### src/include/lsu_settings.svh
`ifndef LSU_SETTINGS_SVH
`define LSU_SETTINGS_SVH

// Data and address width
`define LSU_XLEN 32

// Direct-mapped data TLB depth as a power of two
`define LSU_TLB_ENTRIES 8

// Data RAM depth in words
`define LSU_RAM_WORDS 1024

// 4 KiB pages
`define LSU_PAGE_BITS 12

`define LSU_VPPN_BITS (`LSU_XLEN - `LSU_PAGE_BITS)

// Word address width of the data RAM
`define LSU_RAM_AW $clog2(`LSU_RAM_WORDS)

`endif

### src/hw/lsu_pkg.sv
`include "lsu_settings.svh"

package lsu_pkg;

    typedef logic [`LSU_XLEN-1:0] lsu_word_t;

    typedef enum logic [3:0] {
        NOP   = 4'd0,
        LD_B  = 4'd1,
        LD_BU = 4'd2,
        LD_H  = 4'd3,
        LD_HU = 4'd4,
        LD_W  = 4'd5,
        ST_B  = 4'd6,
        ST_H  = 4'd7,
        ST_W  = 4'd8,
        LL    = 4'd9,
        SC    = 4'd10
    } lsu_op_e;

    typedef struct packed {
        logic                      valid;
        logic [`LSU_VPPN_BITS-1:0] vppn;
        logic [`LSU_VPPN_BITS-1:0] ppn;
        logic                      v;
        logic                      d;
        logic [1:0]                plv;
    } tlb_entry_t;

    // One bit per cause, highest first
    typedef struct packed {
        logic pil;
        logic pis;
        logic ppi;
        logic pme;
        logic tlbr;
        logic adem;
    } excp_vec_t;

    typedef struct packed {
        logic      valid;
        lsu_op_e   op;
        excp_vec_t excp;
        logic [1:0] byte_off;
        logic      wreg;
        logic [4:0] waddr;
        lsu_word_t wdata;
        logic      ll_we;
        logic      ll_value;
    } mem1_out_t;

    // LL counts as a load and SC as a store
    function automatic logic op_is_load(lsu_op_e op);
        return op inside {LD_B, LD_BU, LD_H, LD_HU, LD_W, LL};
    endfunction

    function automatic logic op_is_store(lsu_op_e op);
        return op inside {ST_B, ST_H, ST_W, SC};
    endfunction

endpackage

### src/hw/mem1_stage.sv
`timescale 1ns/1ps
`include "lsu_settings.svh"

module mem1_stage (
    input  logic                      clk,
    input  logic                      rst,
    input  logic                      valid_i,
    input  lsu_pkg::lsu_op_e          op_i,
    input  lsu_pkg::lsu_word_t        vaddr_i,
    input  lsu_pkg::lsu_word_t        store_data_i,
    input  lsu_pkg::lsu_word_t        wdata_i,
    input  logic [4:0]                waddr_i,
    input  logic                      trans_en_i,
    input  logic [1:0]                plv_i,
    input  logic                      tlb_hit_i,
    input  lsu_pkg::tlb_entry_t       tlb_entry_i,
    output logic [`LSU_VPPN_BITS-1:0] tlb_vppn_o,
    input  logic                      llbit_i,
    output logic                      ram_req_o,
    output logic                      ram_we_o,
    output logic [3:0]                ram_sel_o,
    output logic [`LSU_RAM_AW-1:0]    ram_addr_o,
    output lsu_pkg::lsu_word_t        ram_wdata_o,
    output lsu_pkg::mem1_out_t        mem1_q_o
);
    import lsu_pkg::*;

    logic      is_load;
    logic      is_store;
    logic      is_sc;
    logic      chk;
    logic      mem_ok;
    logic      do_store;
    logic [1:0] byte_off;
    lsu_word_t paddr;
    lsu_word_t st_lane;
    logic [3:0] sel_base;
    excp_vec_t excp;
    mem1_out_t nxt;

    assign is_load  = op_is_load(op_i);
    assign is_store = op_is_store(op_i);
    assign is_sc    = (op_i == SC);

    assign tlb_vppn_o = vaddr_i[`LSU_XLEN-1:`LSU_PAGE_BITS];

    // Exceptions only for memory ops under translation
    assign chk = valid_i && trans_en_i && (is_load || is_store);

    assign excp.adem = chk && (plv_i == 2'd3) && vaddr_i[`LSU_XLEN-1];
    assign excp.tlbr = chk && !tlb_hit_i;
    assign excp.pil  = chk && is_load && tlb_hit_i && !tlb_entry_i.v;
    assign excp.pis  = chk && is_store && tlb_hit_i && !tlb_entry_i.v;
    assign excp.ppi  = chk && tlb_hit_i && tlb_entry_i.v && (plv_i > tlb_entry_i.plv);
    assign excp.pme  = chk && is_store && tlb_hit_i && tlb_entry_i.v
                       && (plv_i <= tlb_entry_i.plv) && !tlb_entry_i.d;

    assign paddr = trans_en_i ? {tlb_entry_i.ppn, vaddr_i[`LSU_PAGE_BITS-1:0]} : vaddr_i;
    assign byte_off = paddr[1:0];

    assign mem_ok   = valid_i && !(|excp);
    // SC stores only while the LL bit holds
    assign do_store = is_store && (!is_sc || llbit_i);

    // Access size
    always_comb begin
        case (op_i)
            LD_B, LD_BU, ST_B: begin
                sel_base = 4'b0001;
                st_lane  = {24'b0, store_data_i[7:0]};
            end
            LD_H, LD_HU, ST_H: begin
                sel_base = 4'b0011;
                st_lane  = {16'b0, store_data_i[15:0]};
            end
            default: begin
                sel_base = 4'b1111;
                st_lane  = store_data_i;
            end
        endcase
    end

    assign ram_req_o   = mem_ok && (is_load || do_store);
    assign ram_we_o    = mem_ok && do_store;
    assign ram_sel_o   = sel_base << byte_off;
    assign ram_addr_o  = paddr[`LSU_RAM_AW+1:2];
    assign ram_wdata_o = st_lane << {byte_off, 3'b000};

    always_comb begin
        nxt          = '0;
        nxt.valid    = valid_i;
        nxt.op       = op_i;
        nxt.excp     = excp;
        nxt.byte_off = byte_off;
        nxt.waddr    = waddr_i;
        if (op_i == NOP) begin
            nxt.wreg  = 1'b1;
            nxt.wdata = wdata_i;
        end else if (mem_ok) begin
            // Load data is filled in by mem2
            if (is_load) begin
                nxt.wreg = 1'b1;
            end
            if (op_i == LL) begin
                nxt.ll_we    = 1'b1;
                nxt.ll_value = 1'b1;
            end
            if (is_sc) begin
                nxt.wreg     = 1'b1;
                nxt.wdata    = lsu_word_t'(llbit_i);
                nxt.ll_we    = llbit_i;
                nxt.ll_value = 1'b0;
            end
        end
    end

    always_ff @(posedge clk) begin
        mem1_q_o <= nxt;
        if (rst) begin
            mem1_q_o.valid <= 1'b0;
        end
    end

endmodule

### config.mk
export PLATFORM = sky130hd
export DESIGN_NAME = mem1_stage
export DESIGN_NICKNAME = d
export VERILOG_FILES = /design/src/hw/lsu_pkg.sv /design/src/hw/mem1_stage.sv
export VERILOG_INCLUDE_DIRS = /design/src /design/src/include
export SDC_FILE = /design/constraint.sdc
export NUM_CORES = 1
export LEC_CHECK = 0
export BUFFER_PORTS_ARGS = -buffer_cell sky130_fd_sc_hd__clkbuf_2
export CORE_AREA = 5 5 106 108
export DETAILED_ROUTE_END_ITERATION = 8
export DIE_AREA = 0 0 111 113
export SYNTH_ARGS = -nofsm -noshare
export SYNTH_HDL_FRONTEND = slang
export SYNTH_SLANG_ARGS = --single-unit
### constraint.sdc
create_clock -name clk -period 3.35 [get_ports clk]
set_input_delay 1.005 -clock clk [delete_from_list [all_inputs] [get_ports clk]]
set_output_delay 1.005 -clock clk [all_outputs]
set_load 0.05 [all_outputs]
Word-level counts from Yosys, hierarchy flattened. Index checks and enable logic that the tools add are counted.

Order comparisons: 2. Equal/unequal tests: 11. Shift operators: 2. Mux-type cells: 9. Bitwise operators: 1. Reduce and logical (&&, ||, !) cells: 37.

Operator list (count): one-hot mux 32 bit (2 select lines) (1); 2-to-1 mux 32 bit (1); << shifter 32 x 5 -> 32 bit (1); logical AND 1 bit (21); equality test 4 x 3 -> 1 bit, second input constant (4); equality test 4 bit, second input constant (3); OR reduction 3 bit (3); equality test 4 x 2 -> 1 bit, second input constant (2); one-hot mux 4 bit (2 select lines) (1); 2-to-1 mux 3 bit (2); nonzero test 6 bit (1); OR reduction 6 bit (1); zero test 1 bit (5); equality test 4 x 1 -> 1 bit, second input constant (1); zero test 4 bit (1); nonzero test 4 bit (1); << shifter 4 x 2 -> 4 bit (1); logical OR 1 bit (3); 2-to-1 mux 1 bit (3); equality test 2 bit, second input constant (1); > comparator 2 bit (1); <= comparator 2 bit (1); 2-to-1 mux 2 bit (1); OR reduction 2 bit (1); NOT 1 bit (1).

Bits in registers: 53. Bits of input ports: 158. Logic and storage cells: 76.

Logic depth before layout (Yosys ltp). Gate-level depths: netlist of the first run.

Word-level depth: 14. Mapped depth: 7. Depth with buffers taken out: 7.

Least setup slack after synthesis of the first run. Ideal clock, no wire load.

Path kind: input to output. From: in tlb_entry_i[1] (netlist name). To: out ram_req_o. Arrival time: 3194 ps. Path slack: -849 ps. Stages on the path: 7. Cell sequence: inv_1 > ha_1 > nor2b_1 > o221ai_1 > a21boi_1 > nand3_4 > nor3_1.

Cells in the longest elaborated chain, start to end: 7.

RTL lines: from (decl) (line mem1_stage.sv:16) `input lsu_pkg::tlb_entry_t tlb_entry_i,`; <= comparator 2 bit (line mem1_stage.sv:56) `&& (plv_i <= tlb_entry_i.plv) && !tlb_entry_i.d;`; logical AND 1 bit (2 in a row) (line mem1_stage.sv:56); OR reduction 6 bit * (line mem1_stage.sv:61) `assign mem_ok = valid_i && !(|excp);`; zero test 1 bit * (line mem1_stage.sv:61); logical AND 1 bit * (line mem1_stage.sv:61); logical AND 1 bit * (line mem1_stage.sv:83) `assign ram_req_o = mem_ok && (is_load || do_store);`; to (decl) (line mem1_stage.sv:19) `output logic ram_req_o,`.

Every way passes the cells marked *; elsewhere a longest branch is shown, timed or not.

Final worst setup path of the first run.
From: in op_i[1]. To: out ram_wdata_o[17].

Cells in the longest elaborated chain, start to end: 4.

RTL lines: from (decl) (line mem1_stage.sv:8) `input lsu_pkg::lsu_op_e op_i,`; equality test 4 x 2 -> 1 bit, or another cell as far along (line mem1_stage.sv:67) `case (op_i)`; OR reduction 3 bit (line mem1_stage.sv:67); one-hot mux 32 bit (2 select lines) * (line mem1_stage.sv:67); << shifter 32 x 5 -> 32 bit * (line mem1_stage.sv:87) `assign ram_wdata_o = st_lane << {byte_off, 3'b000};`; to (decl) (line mem1_stage.sv:23) `output lsu_pkg::lsu_word_t ram_wdata_o,`.

Marked as above.

==> impl_metrics.yaml, run 1 <==
placement:
  io_buffers: 179
  gp_congestion: 0.919
  place_area_um2: 3860
  dp_cells: 568
  hpwlAfterDp_mm: 7.34
drt:
  routed_wl_mm: 8.87
  drt_iter0_markers: 134
  drc: 0
  ant_nets: 0
  viasPerCell: 4.48
  vias: 2604
  wire_per_inst_um: 15.3
  dr.pass1.iters: 4
synthesis:
  ys_seq_area_share_pct: 42.7
  syn_nets: 428
  syn_area_um2: 2480
  synthFlopType: "dfxtp_1"
  ys_seq_elements: 53
  synth_edf_count: 0
  syn_avg_cell_area_um2: 9.26
  synthCells: 268
  async_flop_share_pct: 0
  synth_cell_types: 46
  synth.yosys.warnings: 0
cells_and_area:
  fin_area_um2: 4300
  reg_top3: "mem1_q_o x53"
  fin_nets: 604
  insertedDiodeCount: 0
  syn_to_final_growth_pct: 73.3
  largest_reg_flops: 53
  drive_above_1_share_pct: 65.2
  final_cells: 581
  regMostFlops: "mem1_q_o"
grt:
  grt.total_usage_pct: 13.6
  grt_pass1_wl_mm: 13.9
  grt_max_degree: 34
  antenna_found_initial: 0
  grt_pass1_vias: 2645
  overflow: 0
cts:
  cts_root_buf: "clkbuf_8"
  cts_tree: "done"
  cts_made_buffers: 5
  clkSinkCount: 53
  clk_pin_slew_ns: 0.10
  clock_path_buffers: 2
  ctsHoldBuffers: 0
  h-tree-depth: 2
sta:
  whs_ns: 0.793
  final_max_slew_viol_count: 0
  min_period_ns: 3.45
  finalWorstSetupSlack_ns: -0.103
  setup_viol: 18
  final_hold_viol_count: 0
  fmax_ghz: 0.290
  tightest_slew_ns: 0.424
  finalCritPeriodShare_pct: 103
  rsz0062_at_grt: "true"
  slew_headroom_pct: 71.7
run:
  drv_cap: 0
run_status:
  status: "finished with violations"
  violations: "negative setup slack"
worst_hold_path:
  hp-class: "in2reg"
pwr:
  peakVddDrop_mv: 0.216
  power.density_nw_per_um2: 379
  p_leak_nw: 2.05
  power_w: 0.00163
critical_path:
  start_kind: "input port"
  critPathCapture: "ram_wdata_o[17]"
  worst_setup_path_end_kind: "output port"
  crit_required_ns: 2.34
  crit_type: "in2out"
  crit_fanout: 8
  crit_arrival_ns: 2.45
  startpoint: "op_i[1]"
die:
  initial_core_util_pct: 24.5
  pin_count: 279
  fp.dieW_um: 111
  core-area_um2: 10100
  die_height_um: 113
  rows: 37
  die-area_um2: 12500
-- critical path: stages --
cell and delay, ns:
buf_6 0.09, or3b_4 0.41, a21oi_4 0.19, buf_6 0.13, nor3_4 0.04, buf_12 0.15, a22oi_2 0.20, nand2_2 0.08
buf_8 0.15
-- stage by stage --
stage               worst slack [ns]  setup TNS (ns)  utilization (%)
finish                        -0.103           -1.05             42.4
global route                  -0.159           -2.04             42.4
CTS                           -0.116           -1.14             41.3
detailed placement            -0.320           -4.75             38.1
global placement              -0.312           -4.65             38.1
floorplan                     -0.183           -1.53                -
-- cells by family (layout without fill, tap and decap cells) --
group	count (synthesis)	in the layout	share of synthesized area, %
simple gates	100	100	23.0
flops	53	53	42.7
buf+inv	52	229	13.0
compound gates	51	51	16.3
mux	8	8	3.23
fa+ha+maj	2	2	1.01
xor+xnor	2	2	0.706
-- placed cells by master (no fill, tap or decap), drive strengths merged --
master,n
clkinv,3
a21oi,10
o211ai,1
nor2,15
nor4,2
mux2i,8
a211o,1
o22ai,8
a311o,1
nand3,3
a2111oi,1
nand4,2
nand3b,1
o41ai,1
inv,8
o221ai,3
o311ai,1
xor2,1
nor2b,3
o21a,1
a22oi,17
clkbuf,153
ha,2
nand2,21
or3b,2
a31oi,1
nor3,6
o21ai,2
or2,3
nand2b,2
o21bai,2
and2,39
xnor2,1
and4b,1
buf,65
a21boi,1
dfxtp,53
-- per-layer routing --
metal / vias to the layer above / share of wire (%) / global-route usage [%]
met5: - / 0 / 0
met4: 0 / 2.0 / 4.52
met3: 22 / 11 / 6.15
met2: 159 / 48 / 22.9
met1: 1189 / 39 / 15.5
li1: 1234 / - / -
-- cell type report --
type / instances / area (um2)
clock buffer: 5 / 68.8
inverter: 8 / 33.8
tap: 136 / 170
multi-input combinational: 163 / 1370
fill: 1018 / 5840
clock inverter: 3 / 26.3
sequential: 53 / 1060
timing repair buffer: 213 / 1570
-- cells in the mapped netlist, types with 2 or more instances --
| cell | number | area [um2] |
|---|---|---|
| inv_1 | 6 | 22.5 |
| nand2_1 | 21 | 78.8 |
| buf_2 | 3 | 15.0 |
| ha_1 | 2 | 25.0 |
| a22oi_1 | 17 | 128 |
| nor2b_1 | 3 | 18.8 |
| o22ai_1 | 8 | 50.1 |
| nor3_2 | 2 | 20.0 |
| nand3_1 | 2 | 10.0 |
| clkbuf_1 | 8 | 30.0 |
| buf_4 | 31 | 233 |
| a21oi_1 | 9 | 45.0 |
| nor2_1 | 15 | 56.3 |
| nor3_1 | 4 | 20.0 |
| dfxtp_1 | 53 | 1060 |
| nand2b_1 | 2 | 12.5 |
| o21ai_0 | 2 | 10.0 |
| or3b_1 | 2 | 17.5 |
| and2_1 | 39 | 244 |
| mux2i_1 | 8 | 80.1 |
| o221ai_1 | 3 | 26.3 |
| or2_2 | 3 | 18.8 |
| nand4_1 | 2 | 12.5 |
-- worst min-delay path by stage --
| stage | start | slack, ns | cells after the start | to |
|---|---|---|---|---|
| 6_report | waddr_i[4] | 0.79 | 1 | mem1_q_o[38] |
| 5_1_grt | waddr_i[0] | 0.76 | 1 | mem1_q_o[34] |
| 4_1_cts | waddr_i[4] | 0.78 | 1 | mem1_q_o[38] |
| 3_5_place_dp | waddr_i[4] | 1.11 | 1 | mem1_q_o[38] |
| 3_3_place_gp | waddr_i[3] | 1.11 | 1 | mem1_q_o[37] |
| 2_1_floorplan | waddr_i[0] | 1.03 | 0 | mem1_q_o[34] |
-- what timing repair did --
item	4_1_cts	5_1_grt
pin swaps	24	15
setup endpoints to repair	26	26
buffers inserted	3	10
resized for setup	42	29
-- where the power goes --
part / internal [W] / switching, W
logic: 0.000241 / 0.000355
clock network: 0.000153 / 0.000228
registers: 0.000647 / 0.00000446
Note: power is estimated with default switching activity, not from simulation.
==> run 2: changes to the inputs <==
--- a/config.mk
+++ b/config.mk
@@ -6,10 +6,12 @@
 export SDC_FILE = /design/constraint.sdc
 export NUM_CORES = 1
 export LEC_CHECK = 0
+export ABC_AREA = 1
 export BUFFER_PORTS_ARGS = -buffer_cell sky130_fd_sc_hd__clkbuf_2
-export CORE_AREA = 5 5 106 108
+export CORE_AREA = 5 5 104 106
 export DETAILED_ROUTE_END_ITERATION = 8
-export DIE_AREA = 0 0 111 113
+export DIE_AREA = 0 0 109 111
+export PLACE_DENSITY = 0.65
 export SYNTH_ARGS = -nofsm -noshare
 export SYNTH_HDL_FRONTEND = slang
 export SYNTH_SLANG_ARGS = --single-unit
==> impl_metrics.yaml, run 2 <==
drt:
  dr.pass1.iters: 5
  ant_nets: 0
  wire_per_inst_um: 13.4
  route.met2.wl_mm: 4.92
  drt_iter0_markers: 142
  top_layer: "met4"
  met1_length_mm: 3.34
  vias: 2903
  routed_wl_mm: 9.22
  dr_wl_met3_um: 602
  drc: 0
  viasPerCell: 4.23
die:
  rows: 36
  pin_count: 279
  core-area_um2: 9680
  initial_core_util_pct: 27.3
  fp.dieW_um: 109
  die-area_um2: 12100
  die_height_um: 111
critical_path:
  crit_arrival_ns: 2.33
  crit_type: "in2out"
  crit_required_ns: 2.34
  start_kind: "input port"
  worst_setup_path_end_kind: "output port"
  crit_fanout: 2
synthesis:
  ys_seq_elements: 53
  ys_seq_area_share_pct: 40.1
  async_flop_share_pct: 0
  syn_area_um2: 2640
  synth.area.top_cells: "dfxtp_1 40%, inv_1 10%, nor2_1 9.5%"
  syn_avg_cell_area_um2: 7.22
  yosysMostFrequentCell: "inv_1"
  synth.yosys.warnings: 0
  netlist.area_leader.share_pct: 40.1
  synthCells: 366
  synth_edf_count: 0
  syn_nets: 526
  synth_cell_types: 31
  synth_commonest_cells: "73 x inv_1, 67 x nor2_1, 53 x dfxtp_1"
  yosysTopAreaCell: "dfxtp_1"
  synthFlopType: "dfxtp_1"
worst_hold_path:
  hold_path_depth: 1
  whs_endpoint: "mem1_q_o[35]"
  hp-class: "in2reg"
  worstHoldStart: "waddr_i[1]"
sta:
  finalCritPeriodShare_pct: 99.5
  tightest_slew_ns: 0.437
  min_period_ns: 3.33
  finalWorstSetupSlack_ns: 0.0160
  fmax_ghz: 0.300
  setup_viol: 0
  rsz0062_at_grt: "true"
  final_hold_viol_count: 0
  whs_ns: 0.789
  final_max_slew_viol_count: 0
  slew_headroom_pct: 70.8
grt:
  antenna_found_initial: 0
  grt_pass1_vias: 2963
  grt.total_usage_pct: 15.0
  grt_max_degree: 34
  overflow: 0
  grt_pass1_wl_mm: 14.5
run:
  drv_cap: 0
cells_and_area:
  final_cells: 687
  fin_nets: 713
  syn_to_final_growth_pct: 77.3
  drive_above_1_share_pct: 55.2
  layout_commonest_cell: "clkbuf_2"
  layout_common_cells: "145 x clkbuf_2, 66 x inv_1, 53 x dfxtp_1, 52 x nor2_1, 35 x buf_4"
  largest_reg_flops: 53
  insertedDiodeCount: 0
  regMostFlops: "mem1_q_o"
  reg_top3: "mem1_q_o x53"
  fin_area_um2: 4690
cts:
  clock_path_buffers: 2
  h-tree-depth: 2
  cts_made_buffers: 5
  clkSinkCount: 53
  clk_pin_slew_ns: 0.10
  cts_tree: "done"
  ctsHoldBuffers: 0
  cts_root_buf: "clkbuf_8"
pwr:
  peakVddDrop_mv: 0.189
  p_leak_nw: 2.47
  power.density_nw_per_um2: 367
  power_w: 0.00172
placement:
  io_buffers: 179
  gp_congestion: 0.914
  dp_slack_ns: -0.151
  place_area_um2: 4280
  hpwlAfterDp_mm: 7.56
  dp_cells: 671
run_status:
  status: "finished clean"
-- run 2: cell types whose count changed in the layout (fill, tap and decap cells not counted), sizes merged, moves of 8 or more --
cell    change
inv        +69
nor2       +64
and2       -39
nand2      +29
nand3      +28
a22oi      -16
o211ai     +12
a21oi      -10
o21ai       +9
mux2i       -8
o22ai       -8
-- run 2: report_power, final --
part / switching, W / internal (W)
registers: 0.00000409 / 0.000647
clock network: 0.000227 / 0.000152
logic: 0.000409 / 0.000281
-- run 2: final cells by class --
cell class,instances,area [um2]
multi-input cells,197,1320
repair buffers,217,1700
clock buffers,5,68.8
fillers,940,5000
well taps,133,166
inverters,79,345
flip-flops and latches,53,1060
clock inverters,3,26.3
-- run 2: logic make-up (layout without fill, tap and decap cells) --
| logic type | after synthesis | after routing | share of synthesized area (%) |
|---|---|---|---|
| buffers and inverters | 117 | 304 | 21.3 |
| AO/OA/AOI/OAI | 29 | 29 | 7.52 |
| AND/OR/NAND/NOR | 165 | 166 | 30.1 |
| adder cells (fa/ha/maj) | 2 | 2 | 0.946 |
| flip-flops | 53 | 53 | 40.1 |
-- run 2: layer usage --
layer  up-vias  track usage [%]
li1       1458                -
met1      1309             16.8
met2       107             26.6
met3        29             2.97
met4         0             6.90
met5         -                0
-- run 2: worst max-delay path by stage --
stage | start | endpoint | slack, ns
after floorplan | tlb_entry_i[1] | ram_req_o | -0.21
after global placement | op_i[0] | ram_wdata_o[30] | -0.13
after detailed placement | op_i[0] | ram_wdata_o[30] | -0.15
after CTS | op_i[3] | ram_we_o | 0.002
after global routing | tlb_entry_i[1] | ram_req_o | -0.06
final | tlb_entry_i[1] | ram_req_o | 0.02
-- run 2: worst max-delay path, stage by stage --
cell,delay (ns)
buf_6,0.07
inv_4,0.03
ha_4,0.26
nand2_2,0.05
nand2_2,0.06
nand2_2,0.06
nand2_2,0.07
nor2_4,0.04
nor2_2,0.11
nand2_2,0.07
nor2_4,0.13
nand2_4,0.08
nor2_4,0.14
buf_12,0.14
-- run 2: metrics by stage --
stage / utilization (%) / TNS (ns)
2_1_floorplan: - / -0.620
3_3_place_gp: 44.2 / -1.42
3_5_place_dp: 44.2 / -1.87
4_1_cts: 46.6 / 0
5_1_grt: 48.4 / -0.241
6_report: 48.4 / 0
-- run 2: repair_timing --
item | in CTS | in global routing
setup endpoints to repair | 20 | 14
gates cloned | 1 | 0
setup buffers | 2 | 6
pin swaps | 9 | 32
resized for setup | 24 | 46
==> run 3: changes to the inputs <==
--- a/config.mk
+++ b/config.mk
@@ -12,6 +12,7 @@
 export DETAILED_ROUTE_END_ITERATION = 8
 export DIE_AREA = 0 0 109 111
 export PLACE_DENSITY = 0.65
+export RECOVER_POWER = 25
 export SYNTH_ARGS = -nofsm -noshare
 export SYNTH_HDL_FRONTEND = slang
 export SYNTH_SLANG_ARGS = --single-unit
==> impl_metrics.yaml, run 3 (synthesized netlist as in run 2, its figures left out) <==
run_status:
  status: "finished clean"
cells_and_area:
  layout_commonest_cell: "clkbuf_2"
  final_cells: 687
  syn_to_final_growth_pct: 77.2
  largest_reg_flops: 53
  insertedDiodeCount: 0
  fin_nets: 713
  regMostFlops: "mem1_q_o"
  drive_above_1_share_pct: 55.1
  layout_common_cells: "144 x clkbuf_2, 66 x inv_1, 53 x dfxtp_1, 52 x nor2_1, 34 x buf_4"
  utilization_pct: 48.4
  reg_top3: "mem1_q_o x53"
drt:
  vias: 2902
  drc: 0
  routed_wl_mm: 9.21
  wire_per_inst_um: 13.4
  ant_nets: 0
  drt_iter0_markers: 142
  dr.pass1.iters: 4
  viasPerCell: 4.22
critical_path:
  crit_required_ns: 2.34
  crit_buf_inv: 3
  crit_fanout: 2
  worst_setup_path_end_kind: "output port"
  crit_type: "in2out"
  start_kind: "input port"
  crit_top_cell: "nand2_2"
  slowest_delay_ns: 0.26
  cp.depth: 14
  startpoint: "tlb_entry_i[1]"
  crit_chain: "buf_6, inv_4, ha_4, nand2_2, nand2_2, nand2_2, nand2_2, nor2_4, nor2_2, nand2_2, nor2_4, nand2_4, nor2_4, buf_12"
  slowest_stage: "ha_4"
  critPathCapture: "ram_req_o"
  crit_arrival_ns: 2.33
  crit_family: "simple AND/OR/NAND/NOR gates"
placement:
  dp_slack_ns: -0.151
  dp_cells: 671
  hpwlAfterDp_mm: 7.56
  gp_congestion: 0.914
  io_buffers: 179
pwr:
  power_frac_comb_pct: 40.1
  p_leak_nw: 2.47
  p_sw_share_pct: 37.2
  pwr-share-seq_pct: 37.9
  clkPwrFrac_pct: 22.0
  peakVddDrop_mv: 0.188
  power.density_nw_per_um2: 367
  p_int_w: 0.00108
  p_sw_w: 0.000639
cts:
  cts_root_buf: "clkbuf_8"
  clkSinkCount: 53
  clock_path_buffers: 2
  ctsHoldBuffers: 0
  clk_pin_slew_ns: 0.10
  cts_made_buffers: 5
  h-tree-depth: 2
  cts_tree: "done"
die:
  core-area_um2: 9680
  initial_core_util_pct: 27.3
  die-area_um2: 12100
  fp.dieW_um: 109
  die_height_um: 111
  pin_count: 279
  rows: 36
sta:
  finalCritPeriodShare_pct: 99.6
  min_period_ns: 3.34
  fmax_ghz: 0.300
  rsz0062_at_grt: "true"
  setup_viol: 0
  fin_setup_tns_ns: 0
  whs_ns: 0.789
  final_hold_viol_count: 0
  final_max_slew_viol_count: 0
  tightest_slew_ns: 0.436
  slew_headroom_pct: 70.8
  finalWorstSetupSlack_ns: 0.0138
worst_hold_path:
  hp-class: "in2reg"
run:
  drv_cap: 0
grt:
  grt_max_degree: 34
  overflow: 0
  grt_pass1_vias: 2963
  grt.total_usage_pct: 15.0
  grt_pass1_wl_mm: 14.5
  antenna_found_initial: 0
run 3: worst min path at each step:
stage,start,endpoint,cells past startpoint
floorplan,waddr_i[0],mem1_q_o[34],0
global placement,waddr_i[3],mem1_q_o[37],1
detailed placement,waddr_i[2],mem1_q_o[36],1
CTS,waddr_i[3],mem1_q_o[37],1
global route,waddr_i[3],mem1_q_o[37],1
finish,waddr_i[1],mem1_q_o[35],1
run 3: what timing repair did:
item,CTS,global route
pin swaps,9,32
endpoints found under the setup margin,20,14
setup buffers,2,6
resized for setup,24,46
cloned,1,0
run 3: final cells by class:
type / count / area, um2
fillers: 941 / 5000
repair buffers: 217 / 1700
multi-input cells: 197 / 1320
flip-flops and latches: 53 / 1060
inverters: 79 / 345
well taps: 133 / 166
clock buffers: 5 / 68.8
clock inverters: 3 / 26.3
run 3: per-layer routing:
layer	track usage, %	vias to the layer above	routed length, um
li1	-	1459	-
met1	16.8	1307	3330
met2	26.6	107	4920
met3	2.97	29	601
met4	6.90	0	361
met5	0	-	0
run 3: power by group through the flow:
stage,clock (W),sequential (W),combinational [W]
2_1_floorplan,0,0.000726,0.000384
3_3_place_gp,0,0.000665,0.000634
3_5_place_dp,0,0.000666,0.000641
4_1_cts,0.000397,0.000651,0.000668
5_1_grt,0.000420,0.000653,0.000728
6_report,0.000379,0.000651,0.000689
run 3: per-stage QoR:
step	total power (W)	instance area, um2
2_1_floorplan	0.00111	2820
3_3_place_gp	0.00130	4280
3_5_place_dp	0.00131	4280
4_1_cts	0.00172	4520
5_1_grt	0.00180	4690
6_report	0.00172	4690
